<file path="src/source/mic_array_pkg.sv">
package mic_array_pkg;

	// array geometry
	parameter int NUM_MICS = 16;
	parameter int MIC_IDX_BITS = 4;

	// one I2S word per microphone per frame
	parameter int SAMPLE_BITS = 16;

	// DE2-115 SRAM is 1M x 16
	parameter int SRAM_ADDR_BITS = 20;

	// audio word tagged with the microphone it came from
	typedef struct packed {
		logic [MIC_IDX_BITS-1:0] mic;
		logic [SAMPLE_BITS-1:0] data;
	} mic_sample_t;

	// one SRAM write as seen on the pins
	typedef struct packed {
		logic [SRAM_ADDR_BITS-1:0] addr;
		logic [SAMPLE_BITS-1:0] data;
	} sram_write_t;

endpackage

</file>
<file path="src/source/mic_deserializer.sv">
`timescale 1ns/1ps

module mic_deserializer #(
	parameter int num_mics = mic_array_pkg::NUM_MICS
) (
	input  logic i_50m_clk,
	input  logic i_reset,
	input  logic i_bclk,
	input  logic i_lrck,
	input  logic [num_mics-1:0] i_mic_data,
	output logic [num_mics-1:0][mic_array_pkg::SAMPLE_BITS-1:0] o_frame,
	output logic o_frame_valid
);

	// slot 0 is the I2S delay bit, slots 1..SAMPLE_BITS carry data
	localparam int LAST_SLOT = mic_array_pkg::SAMPLE_BITS + 1;
	localparam int SLOT_BITS = $clog2(LAST_SLOT + 1);

	logic [2:0] bclk_sync;
	logic [2:0] lrck_sync;
	logic [num_mics-1:0] data_s1;
	logic [num_mics-1:0] data_s2;
	logic bclk_rise;
	logic lrck_fall;
	logic shift_en;
	logic [SLOT_BITS-1:0] slot_cnt;
	logic [num_mics-1:0][mic_array_pkg::SAMPLE_BITS-1:0] shift_q;

	// two flops into the 50 MHz domain, third one for edge detect
	always_ff @(posedge i_50m_clk) begin
		if (i_reset) begin
			bclk_sync <= '0;
			lrck_sync <= '0;
		end else begin
			bclk_sync <= {bclk_sync[1:0], i_bclk};
			lrck_sync <= {lrck_sync[1:0], i_lrck};
		end
	end

	// data lines get the same two-flop delay as the bit clock
	always_ff @(posedge i_50m_clk) begin
		data_s1 <= i_mic_data;
		data_s2 <= data_s1;
	end

	assign bclk_rise = bclk_sync[1] & ~bclk_sync[2];
	assign lrck_fall = ~lrck_sync[1] & lrck_sync[2];

	// only data slots shift, the delay slot and the tail are skipped
	assign shift_en = bclk_rise && (slot_cnt != '0) && (slot_cnt != SLOT_BITS'(LAST_SLOT));

	// slot counter restarts on every word clock fall and saturates
	always_ff @(posedge i_50m_clk) begin
		if (i_reset) begin
			slot_cnt <= SLOT_BITS'(LAST_SLOT);
		end else if (lrck_fall) begin
			slot_cnt <= '0;
		end else if (bclk_rise && slot_cnt != SLOT_BITS'(LAST_SLOT)) begin
			slot_cnt <= slot_cnt + 1'b1;
		end
	end

	// MSB first, so shift in from the bottom
	always_ff @(posedge i_50m_clk) begin
		if (shift_en) begin
			for (int m = 0; m < num_mics; m++) begin
				shift_q[m] <= {shift_q[m][mic_array_pkg::SAMPLE_BITS-2:0], data_s2[m]};
			end
		end
	end

	// hand over the finished words at the next fall
	always_ff @(posedge i_50m_clk) begin
		if (lrck_fall) begin
			o_frame <= shift_q;
		end
	end

	always_ff @(posedge i_50m_clk) begin
		if (i_reset) begin
			o_frame_valid <= 1'b0;
		end else begin
			o_frame_valid <= lrck_fall;
		end
	end

endmodule

</file>
<file path="src/source/frame_sequencer.sv">
`timescale 1ns/1ps

module frame_sequencer #(
	parameter int num_mics = mic_array_pkg::NUM_MICS
) (
	input  logic i_50m_clk,
	input  logic i_reset,
	input  logic [num_mics-1:0][mic_array_pkg::SAMPLE_BITS-1:0] i_frame,
	input  logic i_frame_valid,
	input  logic i_sample_ready,
	output mic_array_pkg::mic_sample_t o_sample,
	output logic o_sample_valid
);

	localparam logic [mic_array_pkg::MIC_IDX_BITS-1:0] LAST_IDX =
		mic_array_pkg::MIC_IDX_BITS'(num_mics - 1);

	logic [num_mics-1:0][mic_array_pkg::SAMPLE_BITS-1:0] frame_q;
	logic [mic_array_pkg::MIC_IDX_BITS-1:0] idx_q;
	logic take;

	assign take = o_sample_valid & i_sample_ready;

	// frame buffer, refilled once per word clock
	always_ff @(posedge i_50m_clk) begin
		if (i_frame_valid) begin
			frame_q <= i_frame;
		end
	end

	// step through the microphones, one per transfer
	always_ff @(posedge i_50m_clk) begin
		if (i_reset) begin
			o_sample_valid <= 1'b0;
			idx_q <= '0;
		end else if (i_frame_valid) begin
			o_sample_valid <= 1'b1;
			idx_q <= '0;
		end else if (take) begin
			if (idx_q == LAST_IDX) begin
				// last word gone, back to idle
				o_sample_valid <= 1'b0;
			end else begin
				idx_q <= idx_q + 1'b1;
			end
		end
	end

	// current word tagged with its index
	always_comb begin
		o_sample.mic = idx_q;
		o_sample.data = frame_q[idx_q];
	end

endmodule

</file>
<file path="src/source/sram_recorder.sv">
`timescale 1ns/1ps

module sram_recorder #(
	parameter int record_words = 1 << mic_array_pkg::SRAM_ADDR_BITS
) (
	input  logic i_50m_clk,
	input  logic i_reset,
	input  logic i_start,
	input  mic_array_pkg::mic_sample_t i_sample,
	input  logic i_sample_valid,
	output logic o_sample_ready,
	output logic [mic_array_pkg::SRAM_ADDR_BITS-1:0] o_sram_addr,
	output logic [mic_array_pkg::SAMPLE_BITS-1:0] o_sram_dq,
	output logic o_sram_we_n,
	output logic o_sram_ce_n,
	output mic_array_pkg::sram_write_t o_write,
	output logic o_write_valid,
	output logic o_record_start,
	output logic o_recording,
	output logic o_done
);

	localparam logic [mic_array_pkg::SRAM_ADDR_BITS-1:0] LAST_ADDR =
		mic_array_pkg::SRAM_ADDR_BITS'(record_words - 1);

	// setup and strobe are the two cycles of one SRAM write
	typedef enum logic [2:0] {
		S_IDLE,
		S_ARMED,
		S_RECORD,
		S_SETUP,
		S_STROBE,
		S_DONE
	} state_t;

	state_t state_q;
	logic [mic_array_pkg::SRAM_ADDR_BITS-1:0] addr_q;
	logic [mic_array_pkg::SAMPLE_BITS-1:0] data_q;
	logic accept;
	logic first_take;

	// no new sample while a write is on the pins
	assign o_sample_ready = (state_q != S_SETUP) && (state_q != S_STROBE);
	assign accept = i_sample_valid & o_sample_ready;

	// recording starts on a frame boundary
	assign first_take = (state_q == S_ARMED) && accept && (i_sample.mic == '0);

	always_ff @(posedge i_50m_clk) begin
		if (i_reset) begin
			state_q <= S_IDLE;
			addr_q <= '0;
		end else begin
			case (state_q)
				S_IDLE, S_DONE: begin
					if (i_start) begin
						state_q <= S_ARMED;
						addr_q <= '0;
					end
				end
				S_ARMED: begin
					if (first_take) begin
						state_q <= S_SETUP;
					end
				end
				S_RECORD: begin
					if (accept) begin
						state_q <= S_SETUP;
					end
				end
				S_SETUP: begin
					state_q <= S_STROBE;
				end
				S_STROBE: begin
					if (addr_q == LAST_ADDR) begin
						state_q <= S_DONE;
					end else begin
						state_q <= S_RECORD;
						addr_q <= addr_q + 1'b1;
					end
				end
				default: begin
					state_q <= S_IDLE;
				end
			endcase
		end
	end

	// word held on the data pins through setup and strobe
	always_ff @(posedge i_50m_clk) begin
		if (accept) begin
			data_q <= i_sample.data;
		end
	end

	assign o_recording = (state_q == S_RECORD) || (state_q == S_SETUP) ||
		(state_q == S_STROBE);
	assign o_done = (state_q == S_DONE);
	assign o_record_start = first_take;

	// SRAM pins, active low strobes
	assign o_sram_addr = addr_q;
	assign o_sram_dq = data_q;
	assign o_sram_ce_n = ~o_recording;
	assign o_sram_we_n = (state_q != S_STROBE);

	// copy of the write for the level meter
	assign o_write.addr = addr_q;
	assign o_write.data = data_q;
	assign o_write_valid = (state_q == S_STROBE);

endmodule

</file>
<file path="src/source/peak_meter.sv">
`timescale 1ns/1ps

module peak_meter (
	input  logic i_50m_clk,
	input  logic i_reset,
	input  mic_array_pkg::sram_write_t i_write,
	input  logic i_write_valid,
	input  logic i_record_start,
	output logic [mic_array_pkg::SAMPLE_BITS-2:0] o_peak
);

	localparam int W = mic_array_pkg::SAMPLE_BITS;

	logic [W-1:0] negated;
	logic [W-2:0] magnitude;
	logic restart_pend;

	// |x| in W-1 bits, the most negative value clips to full scale
	always_comb begin
		negated = ~i_write.data + 1'b1;
		if (!i_write.data[W-1]) begin
			magnitude = i_write.data[W-2:0];
		end else if (negated[W-1]) begin
			magnitude = '1;
		end else begin
			magnitude = negated[W-2:0];
		end
	end

	// start pulse comes at acceptance, the write itself a few cycles later
	always_ff @(posedge i_50m_clk) begin
		if (i_reset) begin
			restart_pend <= 1'b0;
			o_peak <= '0;
		end else begin
			if (i_write_valid) begin
				if (restart_pend || magnitude > o_peak) begin
					o_peak <= magnitude;
				end
			end
			if (i_record_start) begin
				restart_pend <= 1'b1;
			end else if (i_write_valid) begin
				restart_pend <= 1'b0;
			end
		end
	end

endmodule

</file>
<file path="src/source/mic_array_recorder_top.sv">
`timescale 1ns/1ps

module mic_array_recorder_top #(
	parameter int num_mics = mic_array_pkg::NUM_MICS,
	parameter int record_words = 1 << mic_array_pkg::SRAM_ADDR_BITS
) (
	input  logic i_50m_clk,
	input  logic i_reset,
	input  logic i_start,
	input  logic i_bclk,
	input  logic i_lrck,
	input  logic [num_mics-1:0] i_mic_data,
	output logic [mic_array_pkg::SRAM_ADDR_BITS-1:0] o_sram_addr,
	output logic [mic_array_pkg::SAMPLE_BITS-1:0] o_sram_dq,
	output logic o_sram_we_n,
	output logic o_sram_ce_n,
	output logic o_recording,
	output logic o_done,
	output logic [mic_array_pkg::SAMPLE_BITS-2:0] o_peak
);

	logic [num_mics-1:0][mic_array_pkg::SAMPLE_BITS-1:0] frame;
	logic frame_valid;
	mic_array_pkg::mic_sample_t sample;
	logic sample_valid;
	logic sample_ready;
	mic_array_pkg::sram_write_t write;
	logic write_valid;
	logic record_start;

	// I2S lines to one parallel frame per word clock
	mic_deserializer #(
		.num_mics(num_mics)
	) deser_i (
		.i_50m_clk(i_50m_clk),
		.i_reset(i_reset),
		.i_bclk(i_bclk),
		.i_lrck(i_lrck),
		.i_mic_data(i_mic_data),
		.o_frame(frame),
		.o_frame_valid(frame_valid)
	);

	frame_sequencer #(
		.num_mics(num_mics)
	) seq_i (
		.i_50m_clk(i_50m_clk),
		.i_reset(i_reset),
		.i_frame(frame),
		.i_frame_valid(frame_valid),
		.i_sample_ready(sample_ready),
		.o_sample(sample),
		.o_sample_valid(sample_valid)
	);

	sram_recorder #(
		.record_words(record_words)
	) rec_i (
		.i_50m_clk(i_50m_clk),
		.i_reset(i_reset),
		.i_start(i_start),
		.i_sample(sample),
		.i_sample_valid(sample_valid),
		.o_sample_ready(sample_ready),
		.o_sram_addr(o_sram_addr),
		.o_sram_dq(o_sram_dq),
		.o_sram_we_n(o_sram_we_n),
		.o_sram_ce_n(o_sram_ce_n),
		.o_write(write),
		.o_write_valid(write_valid),
		.o_record_start(record_start),
		.o_recording(o_recording),
		.o_done(o_done)
	);

	// level of the current take
	peak_meter peak_i (
		.i_50m_clk(i_50m_clk),
		.i_reset(i_reset),
		.i_write(write),
		.i_write_valid(write_valid),
		.i_record_start(record_start),
		.o_peak(o_peak)
	);

endmodule

</file>
<file path="config.mk">
export PLATFORM = sky130hd
export DESIGN_NAME = mic_array_recorder_top
export DESIGN_NICKNAME = d
export VERILOG_FILES = /design/src/source/mic_array_pkg.sv /design/src/source/mic_deserializer.sv /design/src/source/frame_sequencer.sv /design/src/source/sram_recorder.sv /design/src/source/peak_meter.sv /design/src/source/mic_array_recorder_top.sv
export SDC_FILE = /design/constraint.sdc
export NUM_CORES = 1
export LEC_CHECK = 0
export BUFFER_PORTS_ARGS = -buffer_cell sky130_fd_sc_hd__buf_2
export CORE_ASPECT_RATIO = 1.2
export CORE_MARGIN = 3
export CORE_UTILIZATION = 42
export DETAILED_ROUTE_END_ITERATION = 10
export GPL_TIMING_DRIVEN = 0
export PLACE_DENSITY_LB_ADDON = 0.1
export SETUP_SLACK_MARGIN = 0.3
export SLEW_MARGIN = 20
export SYNTH_ARGS = -nofsm -noshare
export SYNTH_HDL_FRONTEND = slang
export SYNTH_HIERARCHICAL = 1
export SYNTH_SLANG_ARGS = --single-unit
</file>
<file path="constraint.sdc">
create_clock -name i_50m_clk -period 22.5 [get_ports i_50m_clk]
set_input_delay 1.125 -clock i_50m_clk [delete_from_list [all_inputs] [get_ports i_50m_clk]]
set_output_delay 1.125 -clock i_50m_clk [all_outputs]
set_load 0.1 [all_outputs]
</file>
==> results.sh, run 1 <==
export IMPL_status="complete, no violations"
export IMPL_cap_violations=0
export IMPL_yosysWarningCount=6
export IMPL_avgSynthCellArea_sq_um=21.2
export IMPL_finalHoldViolCount=0
export IMPL_multi_input_area_sq_um=4090
export IMPL_drcViolationCount=0
export IMPL_r2r_start="rec_i/o_sram_dq[9]"
export IMPL_antenna_found_initial=1
export IMPL_final_max_slew_violation_count=0
export IMPL_die_area_sq_um=74600
export IMPL_p_leak_nw=11.2
export IMPL_place_gp_congestion=0.912
export IMPL_hold_buffers=0
export IMPL_worst_slew_pin_slew_ns=0.781
export IMPL_grt_setup_unrepaired="false"
export IMPL_grt_pass1_vias=13269
export IMPL_cts_root_buf="clkbuf_16"
export IMPL_cts_tree="yes"
export IMPL_arrival_ns=5.40
export IMPL_vias=13060
export IMPL_synth_cells=1412
export IMPL_drtPass1Iterations=4
export IMPL_syn_num_nets=1454
export IMPL_num_fill_cells=5708
export IMPL_row_count=106
export IMPL_cp_required_ns=23.00
export IMPL_power_density_nw_per_um2=94.3
export IMPL_hold_slack_ns=0.325
export IMPL_syn_cell_area_sq_um=29900
export IMPL_initial_core_util_pct=42.7
export IMPL_core_area_sq_um=70200
export IMPL_dp_cells=2424
export IMPL_grt_pass1_wl_microns=77200
export IMPL_setup_tns_ns=0
export IMPL_grt_overflow=0
export IMPL_final_nets=1638
export IMPL_worstPathMaxFanout=10
export IMPL_crit_start="rec_i/o_sram_dq[9]"
export IMPL_numCtsBuffers=88
export IMPL_post_route_period_util_pct=21.8
export IMPL_regArea_sq_um=25300
export IMPL_grt_max_degree=83
export IMPL_ant_nets=0
export IMPL_final_cell_mix="edfxtp_1 (784), clkbuf_16 (93), buf_2 (90)"
export IMPL_dp_hpwl_microns=31600
export IMPL_end_kind="register"
export IMPL_htree_levels=3
export IMPL_grtUsageTotal_pct=13.4
export IMPL_clockBufferDepth=3
export IMPL_cts_setup_buffers=0
export IMPL_via_per_inst=5.05
export IMPL_wl_per_cell_microns=19.3
export IMPL_ctsResizeCount=0
export IMPL_min_from="deser_i/data_s1[11]"
export IMPL_final_common_cell="edfxtp_1"
export IMPL_clock_sinks=872
export IMPL_cp_start_kind="register"
export IMPL_clkLatencyLatePin_ns=0.61
export IMPL_drive_gt1_share_pct=21.9
export IMPL_max_freq_mhz=204
export IMPL_setup_violations=0
export IMPL_syn_to_final_growth_pct=16.2
export IMPL_numPortBuffers=75
export IMPL_drt_iter0_drc=786
export IMPL_routed_wl_microns=50000
export IMPL_stdcell_count=2587
export IMPL_finClkSkew_ns=0.0125
export IMPL_ir_drop_mv=0.0490
export IMPL_worstSetupPathType="register to register"
export IMPL_ios=76
export IMPL_die_height_microns=299
export IMPL_max_slew_margin_pct=47.9
export IMPL_n_antenna_cell=0
export IMPL_period_minus_slack_ns=4.90
export IMPL_die_w_microns=250
export IMPL_hp_class="register to register"
export IMPL_path_clk_slew_ns=0.06
==> area by class of cell <==
type	instances	area share, %
clock inverters	51	1.26
repair buffers	94	2.43
inverters	32	0.367
plain buffers	61	1.23
flip-flops and latches	872	72.7
clock buffers	112	6.92
multi-input cells	447	11.8
well taps	918	3.30
==> sequential cells by signal (all words and copies together), names as in the netlist, 5 cells and up <==
name               cells
deser_i/data_s1       16
deser_i/data_s2       16
deser_i/o_frame      256
deser_i/shift_q      256
deser_i/slot_cnt       5
peak_i/o_peak         15
rec_i/o_sram_addr     20
rec_i/o_sram_dq       16
seq_i/frame_q        256
==> path summary, 6_finish.rpt <==
check	slack, ns	end	cells after the start
hold / removal	0.32	deser_i/data_s2[11]	0
setup / recovery	17.60	peak_i/o_peak[12]	12
setup reg to reg	17.60	peak_i/o_peak[12]	12
hold reg to reg	0.32	deser_i/data_s2[11]	0
==> metrics by stage <==
step / util [%] / area, sq um / power, mW / setup WS, ns
CTS: 49.6 / 34800 / 3.34 / 17.60
global placement: 44.9 / 31500 / 1.90 / 10.35
finish: 49.6 / 34800 / 3.28 / 17.60
floorplan: - / 29900 / 1.88 / 14.60
detailed placement: 45.5 / 32000 / 1.90 / 17.62
global route: 49.6 / 34800 / 3.41 / 17.47
==> per-layer routing <==
metal  vias up  wire length, microns  GRT usage [%]
met2       279                 25200           22.6
met1      6652                 21100           17.2
met3        91                  2560           2.99
met5         -                     0              0
li1       6038                     -              -
met4         0                  1060           4.64
==> power by group <==
part           switching [mW]  internal, mW
logic                  0.0377        0.0192
registers              0.0123          1.79
clock network           0.575         0.846
==> critical path, stage by stage, from the launching register on <==
cell	delay [ns]
edfxtp_1	0.43
buf_4	0.17
or4_4	0.55
or4_4	0.48
o41a_1	0.46
o21a_1	0.19
ha_1	0.29
nand3_1	0.11
nor3_1	0.34
o21ai_0	0.15
a21oi_1	0.55
clkbuf_1	0.66
mux2_2	0.41
Note: power is estimated with default switching activity, not from simulation.
==> inputs of run 2 (changes only) <==
--- a/config.mk
+++ b/config.mk
@@ -5,6 +5,7 @@
 export SDC_FILE = /design/constraint.sdc
 export NUM_CORES = 1
 export LEC_CHECK = 0
+export ABC_AREA = 1
 export BUFFER_PORTS_ARGS = -buffer_cell sky130_fd_sc_hd__buf_2
 export CORE_ASPECT_RATIO = 1.2
 export CORE_MARGIN = 3
==> constraint.sdc (replaced) <==
create_clock -name i_50m_clk -period 4.5 [get_ports i_50m_clk]
set_input_delay 0.225 -clock i_50m_clk [delete_from_list [all_inputs] [get_ports i_50m_clk]]
set_output_delay 0.225 -clock i_50m_clk [all_outputs]
set_load 0.1 [all_outputs]
==> run 2 against run 1 <==
Net effect: first-iteration DRC count is 55% higher; worst hold slack worse by 0.19 ns; clock power grew to 5.2 times the previous value; routed wire length is 23% higher; final area is 7.9% higher; combinational power grew to 19 times the previous value; sequential power grew to 4.9 times the previous value; global-route usage is 2.3 points higher; count of clock-buffer cells in the layout is 10 lower; register-to-register slack worse by 16 ns; largest power group unchanged; non-clock buffer count is 50 higher; via count is 28% higher.
==> results.sh, run 2 <==
export IMPL_drt_iter0_drc=1220
export IMPL_r2r_start="rec_i/o_sram_dq[1]"
export IMPL_finalHoldViolCount=0
export IMPL_switching_share_pct=22.0
export IMPL_initial_core_util_pct=42.6
export IMPL_setup_tns_ns=0
export IMPL_finClkSkew_ns=0.0241
export IMPL_drive_gt1_share_pct=15.5
export IMPL_clock_sinks=872
export IMPL_r2r_end="peak_i/o_peak[10]"
export IMPL_synth_cells=2328
export IMPL_path_clk_slew_ns=0.06
export IMPL_cap_violations=0
export IMPL_hold_end="rec_i/state_q[1]"
export IMPL_die_height_microns=309
export IMPL_die_w_microns=258
export IMPL_grt_pass1_vias=17284
export IMPL_cp_required_ns=5.02
export IMPL_max_slew_margin_pct=44.0
export IMPL_setup_violations=0
export IMPL_yosysWarningCount=6
export IMPL_row_count=110
export IMPL_numCtsBuffers=87
export IMPL_cts_setup_buffers=0
export IMPL_grt_pass1_wl_microns=96000
export IMPL_grt_max_degree=52
export IMPL_clkLatencyLatePin_ns=0.65
export IMPL_min_from="i_start"
export IMPL_clkPwrFrac_pct=42.3
export IMPL_grt_overflow=0
export IMPL_syn_to_final_growth_pct=17.1
export IMPL_avgSynthCellArea_sq_um=13.8
export IMPL_p_seq_share_pct=51.5
export IMPL_num_fill_cells=6505
export IMPL_ir_drop_mv=0.325
export IMPL_worstSetupPathType="register to register"
export IMPL_worstPathCellList="buf_4 -> inv_2 -> ha_1 -> nand3_1 -> o21ai_1 -> a21oi_1 -> nor2_1 -> inv_1 -> ha_1 -> nand2_1 -> inv_1 -> nand3_1 -> nor2_2 -> nand2_1 -> nand2_1 -> nand2_2 -> nand2_4 -> buf_8 -> nand3_2 -> nand2_1 -> nor2_2"
export IMPL_p_leak_nw=14.3
export IMPL_slowest_delay_ns=0.42
export IMPL_layout_setup_ws_ns=1.22
export IMPL_final_nets=2582
export IMPL_antenna_found_initial=1
export IMPL_worstPathMaxFanout=10
export IMPL_comb_power_share_pct=6.1
export IMPL_grt_setup_unrepaired="false"
export IMPL_final_cell_mix="edfxtp_1 (784), nand2_1 (542), inv_1 (336)"
export IMPL_htree_levels=3
export IMPL_min_path_cells=4
export IMPL_hp_class="input port to register"
export IMPL_p_int_mw=13.5
export IMPL_power_density_nw_per_um2=462
export IMPL_post_route_period_util_pct=72.8
export IMPL_ant_nets=0
export IMPL_syn_num_nets=2370
export IMPL_place_area_sq_um=34400
export IMPL_vias=16731
export IMPL_syn_cell_area_sq_um=32100
export IMPL_via_per_inst=4.63
export IMPL_routed_wl_microns=61400
export IMPL_drtPass1Iterations=5
export IMPL_dp_hpwl_microns=41700
export IMPL_top_regs="deser_i/o_frame: 256 flops, deser_i/shift_q: 256 flops, seq_i/frame_q: 256 flops"
export IMPL_cts_root_buf="clkbuf_16"
export IMPL_drcViolationCount=0
export IMPL_dpl_worst_slack_ns=1.22
export IMPL_p_total_mw=17.3
export IMPL_end_kind="register"
export IMPL_place_gp_congestion=0.822
export IMPL_die_area_sq_um=79700
export IMPL_cp_top_family="simple AND/OR/NAND/NOR gates"
export IMPL_r2r_slack_ns=1.22
export IMPL_worst_slew_pin_slew_ns=0.839
export IMPL_clockBufferDepth=3
export IMPL_arrival_ns=3.80
export IMPL_numPortBuffers=75
export IMPL_cp_buffers_inverters=5
export IMPL_final_common_cell="edfxtp_1"
export IMPL_core_area_sq_um=75300
export IMPL_stdcell_area_sq_um=37600
export IMPL_wl_per_cell_microns=17.0
export IMPL_ios=76
export IMPL_final_max_slew_violation_count=0
export IMPL_p_sw_mw=3.82
export IMPL_hold_slack_ns=0.134
export IMPL_cpMostUsedCell="nand2_1"
export IMPL_n_antenna_cell=0
export IMPL_cp_start_kind="register"
export IMPL_reg2regPathDepth=21
export IMPL_max_freq_mhz=305
export IMPL_period_minus_slack_ns=3.28
export IMPL_status="complete, no violations"
export IMPL_grtUsageTotal_pct=15.7
export IMPL_crit_slowest_cell="edfxtp_1"
export IMPL_cts_tree="yes"
-- run 2: tightest hold or removal path, cell delays in order --
cell      delay, ns
buf_2          0.11
o21bai_4       0.23
nand3_1        0.11
a21oi_1        0.04
-- run 2: worst max path at each step --
stage | end | slack, ns | depth (start not counted) | from
3_3_place_gp | deser_i/shift_q[193] | -4.05 | 7 | deser_i/slot_cnt[1]
3_5_place_dp | peak_i/o_peak[10] | 1.22 | 21 | rec_i/o_sram_dq[1]
4_1_cts | peak_i/o_peak[10] | 1.19 | 21 | rec_i/o_sram_dq[1]
6_report | peak_i/o_peak[10] | 1.22 | 21 | rec_i/o_sram_dq[1]
2_1_floorplan | deser_i/shift_q[0] | -1.11 | 7 | deser_i/slot_cnt[1]
5_1_grt | peak_i/o_peak[10] | 0.91 | 23 | rec_i/o_sram_dq[1]
-- run 2: final cells by class --
type	count	area (sq um)	area share, %
buffer	82	558	1.49
clock buffer	102	2260	6.03
clock inverter	56	659	1.76
inverter	355	1340	3.57
multi-input combinational	1019	4900	13.0
sequential	872	25300	67.4
tap	1008	1260	3.36
timing repair buffer	123	1270	3.38
-- run 2: through the flow --
stage | std cells | utilization [%]
floorplan | 2328 | -
global placement | 3411 | 44.8
detailed placement | 3440 | 45.8
CTS | 3617 | 49.9
global route | 3617 | 49.9
finish | 3617 | 49.9
-- run 2: metal layers --
metal	part of all wire, %	GRT usage, %
met5	0.034	0
met2	49	27.1
met4	2.8	5.91
met3	4.3	2.78
met1	43	19.8
-- run 2: what timing repair did --
action | CTS | global route
hold buffers | 19 | 0
gates resized for setup | 0 | 0
endpoints found under the hold margin | 22 | 0
-- run 2: power groups by stage --
stage          clock network (mW)  registers, mW  logic, mW
2_1_floorplan                   0           9.29      0.630
5_1_grt                      7.91           8.95       1.17
4_1_cts                      7.60           8.94       1.08
3_5_place_dp                    0           9.11       1.06
3_3_place_gp                    0           9.15       1.00
6_report                     7.34           8.94       1.07
